<file path="config.mk">
export PLATFORM = sky130hd
export DESIGN_NAME = partialHistogramTop
export DESIGN_NICKNAME = d
export VERILOG_FILES = /design/src/histParamsPkg.sv /design/src/histTypesPkg.sv /design/src/binAddressDecoder.sv /design/src/histogramAccumulator.sv /design/src/partialHistogramTop.sv /design/src/peakTracker.sv
export SDC_FILE = /design/constraint.sdc
export NUM_CORES = 1
export LEC_CHECK = 0
export BUFFER_PORTS_ARGS = -buffer_cell sky130_fd_sc_hd__buf_2
export CAP_MARGIN = 40
export CORE_ASPECT_RATIO = 1.1
export CORE_UTILIZATION = 35
export CTS_BUF_LIST = sky130_fd_sc_hd__clkbuf_8
export DETAILED_ROUTE_END_ITERATION = 10
export PLACE_DENSITY = 0.46
export SYNTH_ARGS = -nofsm -noshare
export SYNTH_HDL_FRONTEND = slang
export SYNTH_SLANG_ARGS = --single-unit
</file>
<file path="constraint.sdc">
create_clock -name clk -period 17.96 [get_ports clk]
set_clock_uncertainty 0.05 [all_clocks]
set_input_delay 0.898 -clock clk [delete_from_list [all_inputs] [get_ports clk]]
set_output_delay 0.898 -clock clk [all_outputs]
set_load 0.05 [all_outputs]
</file>
<file path="src/histParamsPkg.sv">
package histParamsPkg;

    // timestamp word
    localparam int tsWidth = 8;

    // coarse bin address inside one pixel histogram, 16 bins
    localparam int coarseWidth = 4;

    localparam int pixelNum = 4;
    localparam int pixelWidth = 2;          // pixel index

    // sample sequencing of one frame
    localparam int samplesPerPixel = 4;     // per pixel per acquisition
    localparam int acqNum = 2;              // acquisitions per frame

    // up to 8 hits per pixel per frame
    localparam int countWidth = 5;

    localparam int binNum = 64;             // pixelNum histograms of 16 bins

    // fine window placement, timestamp units
    localparam int halfBin = 8;
    localparam int windowMax = 240;         // last start that still fits 16 bins

endpackage

</file>
<file path="src/histTypesPkg.sv">
package histTypesPkg;

    import histParamsPkg::*;

    // timestamp split at the coarse bin boundary
    typedef struct packed {
        logic [coarseWidth-1:0] coarseBin;
        logic [tsWidth-coarseWidth-1:0] subBin;
    } coarseView_s;

    // one word, read raw in the fine pass and split in the coarse pass
    typedef union packed {
        logic [tsWidth-1:0] raw;
        coarseView_s coarse;
    } timestamp_u;

    // which pass the shared bin memory is building
    typedef enum logic {
        phaseCoarse = 1'b0,
        phaseFine = 1'b1
    } histPhase_e;

endpackage

</file>
<file path="src/binAddressDecoder.sv">
module binAddressDecoder (
    input  logic [histParamsPkg::tsWidth-1:0] data,
    input  histTypesPkg::histPhase_e phase,
    input  logic [histParamsPkg::pixelWidth-1:0] curPixel,
    input  logic [histParamsPkg::pixelNum*histParamsPkg::tsWidth-1:0] windowLow,
    output logic [$clog2(histParamsPkg::binNum)-1:0] binAddr,
    output logic keep
);

    import histParamsPkg::*;
    import histTypesPkg::*;

    timestamp_u ts;
    logic [tsWidth-1:0] pixWindow;
    logic [tsWidth:0] offset;           // extra msb flags data below the window
    logic [coarseWidth-1:0] bin;

    assign ts = data;
    assign pixWindow = windowLow[curPixel*tsWidth +: tsWidth];

    // fine offset inside the window of the current pixel
    assign offset = {1'b0, ts.raw} - {1'b0, pixWindow};

    always_comb begin
        if (phase == phaseCoarse) begin
            bin = ts.coarse.coarseBin;
            keep = 1'b1;
        end else begin
            bin = offset[coarseWidth-1:0];
            // only 0..15 lands in the window, everything else is dropped
            keep = (offset[tsWidth:coarseWidth] == '0);
        end
    end

    // pixel histograms sit back to back in the bin memory
    assign binAddr = {curPixel, bin};

endmodule

</file>
<file path="src/histogramAccumulator.sv">
module histogramAccumulator (
    input  logic clk,
    input  logic combin_res,
    input  logic wrEn,
    input  logic [$clog2(histParamsPkg::binNum)-1:0] binAddr,
    input  logic keep,
    output logic [histParamsPkg::pixelWidth-1:0] curPixel,
    output histTypesPkg::histPhase_e phase,
    output logic countValid,
    output logic [histParamsPkg::countWidth-1:0] binCount,
    output logic [histParamsPkg::pixelWidth-1:0] countPixel,
    output logic [histParamsPkg::coarseWidth-1:0] countBin,
    output logic frameDone,
    output histTypesPkg::histPhase_e framePhase
);

    import histParamsPkg::*;
    import histTypesPkg::*;

    logic [countWidth-1:0] binMem [binNum];
    logic [binNum-1:0] binValid;        // clear means the bin still holds an old frame
    logic [$clog2(samplesPerPixel)-1:0] sampleCnt;
    logic [$clog2(acqNum)-1:0] acqCnt;
    logic [countWidth-1:0] newCount;
    logic lastOfPixel;
    logic lastSample;

    // lazy clear, a stale bin restarts at one
    assign newCount = binValid[binAddr] ? binMem[binAddr] + 1'b1 : countWidth'(1);

    assign lastOfPixel = (sampleCnt == samplesPerPixel - 1);
    assign lastSample = lastOfPixel && (curPixel == pixelNum - 1) && (acqCnt == acqNum - 1);

    // sequencing and per-bin valid bits
    always_ff @(posedge clk or negedge combin_res) begin
        if (!combin_res) begin
            sampleCnt <= '0;
            curPixel <= '0;
            acqCnt <= '0;
            phase <= phaseCoarse;
            binValid <= '0;
            countValid <= 1'b0;
            frameDone <= 1'b0;
        end else begin
            countValid <= wrEn && keep;
            frameDone <= wrEn && lastSample;   // lines up with the last count
            if (wrEn) begin
                if (lastSample) begin
                    // whole memory becomes stale for the next pass
                    binValid <= '0;
                    phase <= (phase == phaseCoarse) ? phaseFine : phaseCoarse;
                end else if (keep) begin
                    binValid[binAddr] <= 1'b1;
                end

                if (lastOfPixel) begin
                    sampleCnt <= '0;
                    if (curPixel == pixelNum - 1) begin
                        curPixel <= '0;
                        acqCnt <= (acqCnt == acqNum - 1) ? '0 : acqCnt + 1'b1;
                    end else begin
                        curPixel <= curPixel + 1'b1;
                    end
                end else begin
                    sampleCnt <= sampleCnt + 1'b1;
                end
            end
        end
    end

    // bin memory
    always_ff @(posedge clk) begin
        if (wrEn && keep) begin
            binMem[binAddr] <= newCount;
        end
    end

    // count handed to the peak tracker
    always_ff @(posedge clk) begin
        if (wrEn) begin
            binCount <= newCount;
            countPixel <= curPixel;
            countBin <= binAddr[coarseWidth-1:0];
            framePhase <= phase;            // phase before the toggle
        end
    end

endmodule

</file>
<file path="src/partialHistogramTop.sv">
module partialHistogramTop (
    input  logic clk,
    input  logic combin_res,
    input  logic wrEn,
    input  logic [histParamsPkg::tsWidth-1:0] data,
    output logic [histParamsPkg::pixelNum*histParamsPkg::tsWidth-1:0] result,
    output logic resultValid,
    output histTypesPkg::histPhase_e phase
);

    import histParamsPkg::*;
    import histTypesPkg::*;

    // decoder to accumulator
    logic [$clog2(binNum)-1:0] binAddr;
    logic keep;
    logic [pixelWidth-1:0] curPixel;

    // accumulator to peak tracker
    logic countValid;
    logic [countWidth-1:0] binCount;
    logic [pixelWidth-1:0] countPixel;
    logic [coarseWidth-1:0] countBin;
    logic frameDone;
    histPhase_e framePhase;

    logic [pixelNum*tsWidth-1:0] windowLow;     // fed back for the fine pass

    binAddressDecoder decoder (
        .data      (data),
        .phase     (phase),
        .curPixel  (curPixel),
        .windowLow (windowLow),
        .binAddr   (binAddr),
        .keep      (keep)
    );

    histogramAccumulator accumulator (
        .clk        (clk),
        .combin_res (combin_res),
        .wrEn       (wrEn),
        .binAddr    (binAddr),
        .keep       (keep),
        .curPixel   (curPixel),
        .phase      (phase),
        .countValid (countValid),
        .binCount   (binCount),
        .countPixel (countPixel),
        .countBin   (countBin),
        .frameDone  (frameDone),
        .framePhase (framePhase)
    );

    peakTracker tracker (
        .clk         (clk),
        .combin_res  (combin_res),
        .countValid  (countValid),
        .binCount    (binCount),
        .countPixel  (countPixel),
        .countBin    (countBin),
        .frameDone   (frameDone),
        .framePhase  (framePhase),
        .windowLow   (windowLow),
        .result      (result),
        .resultValid (resultValid)
    );

endmodule

</file>
<file path="src/peakTracker.sv">
module peakTracker (
    input  logic clk,
    input  logic combin_res,
    input  logic countValid,
    input  logic [histParamsPkg::countWidth-1:0] binCount,
    input  logic [histParamsPkg::pixelWidth-1:0] countPixel,
    input  logic [histParamsPkg::coarseWidth-1:0] countBin,
    input  logic frameDone,
    input  histTypesPkg::histPhase_e framePhase,
    output logic [histParamsPkg::pixelNum*histParamsPkg::tsWidth-1:0] windowLow,
    output logic [histParamsPkg::pixelNum*histParamsPkg::tsWidth-1:0] result,
    output logic resultValid
);

    import histParamsPkg::*;
    import histTypesPkg::*;

    logic [countWidth-1:0] maxCount [pixelNum];
    logic [coarseWidth-1:0] peakBin [pixelNum];
    logic [countWidth-1:0] nextMax [pixelNum];
    logic [coarseWidth-1:0] nextPeak [pixelNum];
    logic [pixelNum*tsWidth-1:0] windowReg;
    logic [pixelNum*tsWidth-1:0] windowNew;     // windows from this cycle's coarse peaks

    // window start half a coarse bin below the peak bin, kept in range
    function automatic logic [tsWidth-1:0] windowStart(input logic [coarseWidth-1:0] peak);
        logic [tsWidth:0] base;
        base = {1'b0, peak, {(tsWidth - coarseWidth){1'b0}}};
        if (base < halfBin) begin
            return '0;
        end else if (base - halfBin > windowMax) begin
            return tsWidth'(windowMax);
        end else begin
            return tsWidth'(base - halfBin);
        end
    endfunction

    // running maximum including this cycle's count
    always_comb begin
        for (int p = 0; p < pixelNum; p++) begin
            nextMax[p] = maxCount[p];
            nextPeak[p] = peakBin[p];
            // strictly greater, the earlier bin keeps a tie
            if (countValid && (countPixel == pixelWidth'(p)) && (binCount > maxCount[p])) begin
                nextMax[p] = binCount;
                nextPeak[p] = countBin;
            end
        end
    end

    always_comb begin
        for (int p = 0; p < pixelNum; p++) begin
            windowNew[p*tsWidth +: tsWidth] = windowStart(nextPeak[p]);
        end
    end

    // a fine sample right after the coarse frame end already sees its window
    assign windowLow = (frameDone && (framePhase == phaseCoarse)) ? windowNew : windowReg;

    always_ff @(posedge clk or negedge combin_res) begin
        if (!combin_res) begin
            for (int p = 0; p < pixelNum; p++) begin
                maxCount[p] <= '0;
                peakBin[p] <= '0;
            end
            windowReg <= '0;
            result <= '0;
            resultValid <= 1'b0;
        end else begin
            resultValid <= frameDone && (framePhase == phaseFine);
            for (int p = 0; p < pixelNum; p++) begin
                if (frameDone) begin
                    maxCount[p] <= '0;          // fresh maxima for the next pass
                    peakBin[p] <= '0;
                    if (framePhase == phaseCoarse) begin
                        windowReg[p*tsWidth +: tsWidth] <= windowNew[p*tsWidth +: tsWidth];
                    end else begin
                        // fine peak is an offset from the window start
                        result[p*tsWidth +: tsWidth] <=
                            windowReg[p*tsWidth +: tsWidth] + tsWidth'(nextPeak[p]);
                    end
                end else begin
                    maxCount[p] <= nextMax[p];
                    peakBin[p] <= nextPeak[p];
                end
            end
        end
    end

endmodule

</file>
==> run_results.csv <==
group,metric,value,unit
global_route,gr-usage-all-layers,21.61,%
pwr,seq_power_share,42.4,%
detailed_routing,totalWireLength,66640,µm
yosys,ys_warn_count,0,
worst_setup_path,r2r_end,"accumulator.binMem[21][2]",
yosys,synthArstFlopShare,32.66,%
placed_design,place_hpwl,42380,µm
worst_setup_path,cp-end-kind,"flip-flop",
sta,relSlewSlack,36.50,%
die,core,0.06034,mm²
detailed_routing,drt_iter0_markers,1160,
clocking,cts_buffers,86,
worst_setup_path,path_max_fanout,49,
cells_and_area,final_area,0.02458,mm²
worst_hold_path,holdPathStages,2,
yosys,synth.largest_area_cell,"edfxtp_1",
worst_setup_path,r2r_cells,27,
yosys,ys_seq_elements,493,
die,die-area,0.06249,mm²
die,io_pins,45,
yosys,post_synth_num_cell_types,78,
pwr,p_clk_share,24.0,%
pwr,p_sw,1.610,mW
global_route,grt_max_degree,83,
yosys,syn_area_per_cell,12.59,µm²
detailed_routing,vias,14788,
pwr,power_leakage,9.606,nW
detailed_routing,ant_nets,0,
clocking,cts_tree,"built",
job,max_cap_violations,0,
placed_design,gp_congestion,0.8255,
clocking,cts_root_buf,"clkbuf_8",
clocking,postCtsSetupRepairBufs,0,
cells_and_area,fillerInstances,5770,
worst_setup_path,crit_path_start,"accumulator.binCount[1]",
placed_design,io_buffers,44,
worst_setup_path,start_kind,"flip-flop",
worst_setup_path,rr_startpoint,"accumulator.binCount[1]",
detailed_routing,drt_first_pass_iters,8,
detailed_routing,vias_per_cell,5.439,
clocking,clockBufferDepth,3,
global_route,first_global_vias,15055,
pwr,p_sw_share,38.14,%
cells_and_area,drive_above_1_share,15.83,%
sta,final-hold-violation-count,0,
sta,fin_tns_setup,0,ns
pwr,power.density,171.7,mW/mm²
clocking,h-tree-depth,3,
sta,rsz0062_at_grt,"false",
pwr,power_frac_comb,33.6,%
run_status,outcome,"finished, final reports clean",
detailed_routing,wl_per_cell,24.51,µm
yosys,synth_top_area_share,46.32,%
cells_and_area,final_nets,1886,
clocking,cts_sinks,493,
sta,worst_pin_slew,0.9452,ns
pwr,internal_power,2.611,mW
cells_and_area,multiInputGateArea,0.006909,mm²
worst_setup_path,cp.required,18.31,ns
global_route,globalRouteOverflowTotal,0,
yosys,synth_nets,1766,
sta,fmax,0.1232,GHz
die,rows,94,
die,die_h,262.1,µm
yosys,synth_edf_count,332,
sta,fin_crit_sh,45.18,%
cells_and_area,regArea,0.01400,mm²
sta,setup_viol,0,
pwr,max-vdd-ir-drop,128.0,µV
global_route,grt_antenna_before_repair,1,
clocking,insertion_delay,0.69,ns
cells_and_area,area_delta_synth_final,14.21,%
placed_design,dpl-instance-area,0.02290,mm²
yosys,synthFlopType,"edfxtp_1",
worst_hold_path,hold_class,"reg2reg",
yosys,seq_area_frac_synth,65.04,%
worst_hold_path,hold_path_end,"tracker.result[31]",
worst_setup_path,rrSetupSlack,9.85,ns
sta,timing.final.crit_period,8.114,ns
yosys,synth_area,0.02152,mm²
detailed_routing,post-route-drc-count,0,
global_route,grt_pass1_wl,99370,µm
worst_setup_path,worstSetupPathType,"reg2reg",
die,start_util,35.67,%
yosys,synth_cells,1709,
die,die_x,238.4,µm
worst_hold_path,worstHoldStart,"tracker.result[31]",
yosys,synth_area_leaders,"edfxtp_1, dfrtp_1, mux2i_1",
clocking,clk_pin_slew_worst_paths,0.06,ns
clocking,cts-resized-gates,0,
clocking,ctsHoldBuffers,1,
sta,drv_slew,0,
worst_setup_path,worstPathArrival,8.46,ns
## power by group through the flow
stage / combinational [mW] / clock [mW] / sequential (mW)
detailed placement: 1.44 / 0 / 1.81
CTS: 1.43 / 1.04 / 1.79
global route: 1.55 / 1.09 / 1.81
global placement: 1.40 / 0 / 1.81
finish: 1.42 / 1.01 / 1.79
floorplan: 0.849 / 0 / 1.81
## flip-flops by register name (all words and copies together), names as in the netlist
signal and flops:
accumulator.sampleCnt 2, accumulator.countValid 1, accumulator.countPixel 2, accumulator.binValid 64
accumulator.phase 1, accumulator.countBin 4, tracker.maxCount 20, tracker.peakBin 16
tracker.resultValid 1, accumulator.frameDone 1, tracker.windowReg 20, tracker.result 32
accumulator.acqCnt 1, accumulator.framePhase 1, accumulator.binMem 320, accumulator.curPixel 2
accumulator.binCount 5
## layer usage
metal | vias to the layer above | wire length [µm] | global-route usage [%]
met1 | 7481 | 28020 | 27.62
met5 | - | 0 | 0
met3 | 103 | 4225 | 3.950
li1 | 6687 | - | -
met4 | 0 | 1419 | 6.660
met2 | 517 | 32970 | 37.20
## per-stage QoR
stage	utilization (%)	cells	power (mW)	worst slack (ns)	hold WS, ns
finish	40.74	2719	4.222	9.846	0.4197
global route	40.74	2718	4.455	9.136	0.4406
CTS	40.73	2716	4.268	9.830	0.4277
detailed placement	37.95	2555	3.247	9.847	0.4156
global placement	37.46	2509	3.210	10.06	0.4093
floorplan	-	1709	2.654	11.57	0.3958
## worst max-delay path, stage by stage, from the launching register on
cell,delay (ns)
edfxtp_1,0.52
ha_1,0.36
nor2b_1,0.14
o21ai_0,0.16
a21oi_1,0.09
o21ai_1,0.45
buf_4,0.30
mux2i_1,0.35
ha_1,0.30
nand2_1,0.06
mux2_2,0.28
a22o_1,0.21
mux2i_1,0.13
o21a_1,0.13
ha_1,0.13
a21o_1,0.11
buf_4,0.39
clkinv_1,0.68
a21o_1,0.36
a2111oi_0,0.62
a311oi_1,0.19
nor4_2,0.33
inv_1,0.08
ha_1,0.19
inv_1,0.10
xnor2_1,0.12
and2_2,0.37
buf_4,0.52
## cell usage in the layout (no fill, tap or decap), types with 46 or more instances in the layout
cell type and instances:
nor3_1 74, inv_1 61, buf_2 82, edfxtp_1 332, mux2i_1 69, o21a_1 67, ha_1 46, nand2_1 170
nor2_1 151, nand3_1 57, clkbuf_8 94, a21oi_1 64, dfrtp_1 161, o21ai_0 68
## cells by family (layout without fill, tap and decap cells)
logic type	after synthesis	in the layout	synth area share, %
AOI/OAI and AO/OA	399	399	12.69
xor gates and xnor gates	22	22	0.8952
adders and majority gates	46	46	2.674
buffers and inverters	140	332	2.936
DFF	493	493	65.04
muxes	106	106	5.458
other	0	2	0
and+or+nand+nor	503	503	10.31
## how the worst max path moves through the flow
stage | cells past startpoint | end | slack, ns
after floorplan | 26 | accumulator.binCount[4] | 11.57
after global placement | 27 | accumulator.binCount[2] | 10.06
after detailed placement | 27 | accumulator.binMem[31][2] | 9.85
after CTS | 27 | accumulator.binMem[47][2] | 9.83
after global routing | 28 | accumulator.binMem[44][2] | 9.14
final | 27 | accumulator.binMem[21][2] | 9.85
## cells in the mapped netlist, types with 46 or more instances
cell,number
o21a_1,67
ha_1,46
dfrtp_1,161
edfxtp_1,332
mux2i_1,69
o21ai_0,68
clkbuf_1,53
nand3_1,57
nor2_1,153
a21oi_1,64
nand2_1,172
nor3_1,74
## layout make-up
type / instances / area share [%]
inverters: 41 / 0.6362
well taps: 816 / 4.153
clock inverters: 66 / 1.507
flip-flops and latches: 493 / 56.95
multi-input cells: 1076 / 28.11
clock buffers: 94 / 5.263
diodes: 2 / 0.02036
repair buffers: 131 / 3.369
(Power assumes the default switching activity.)
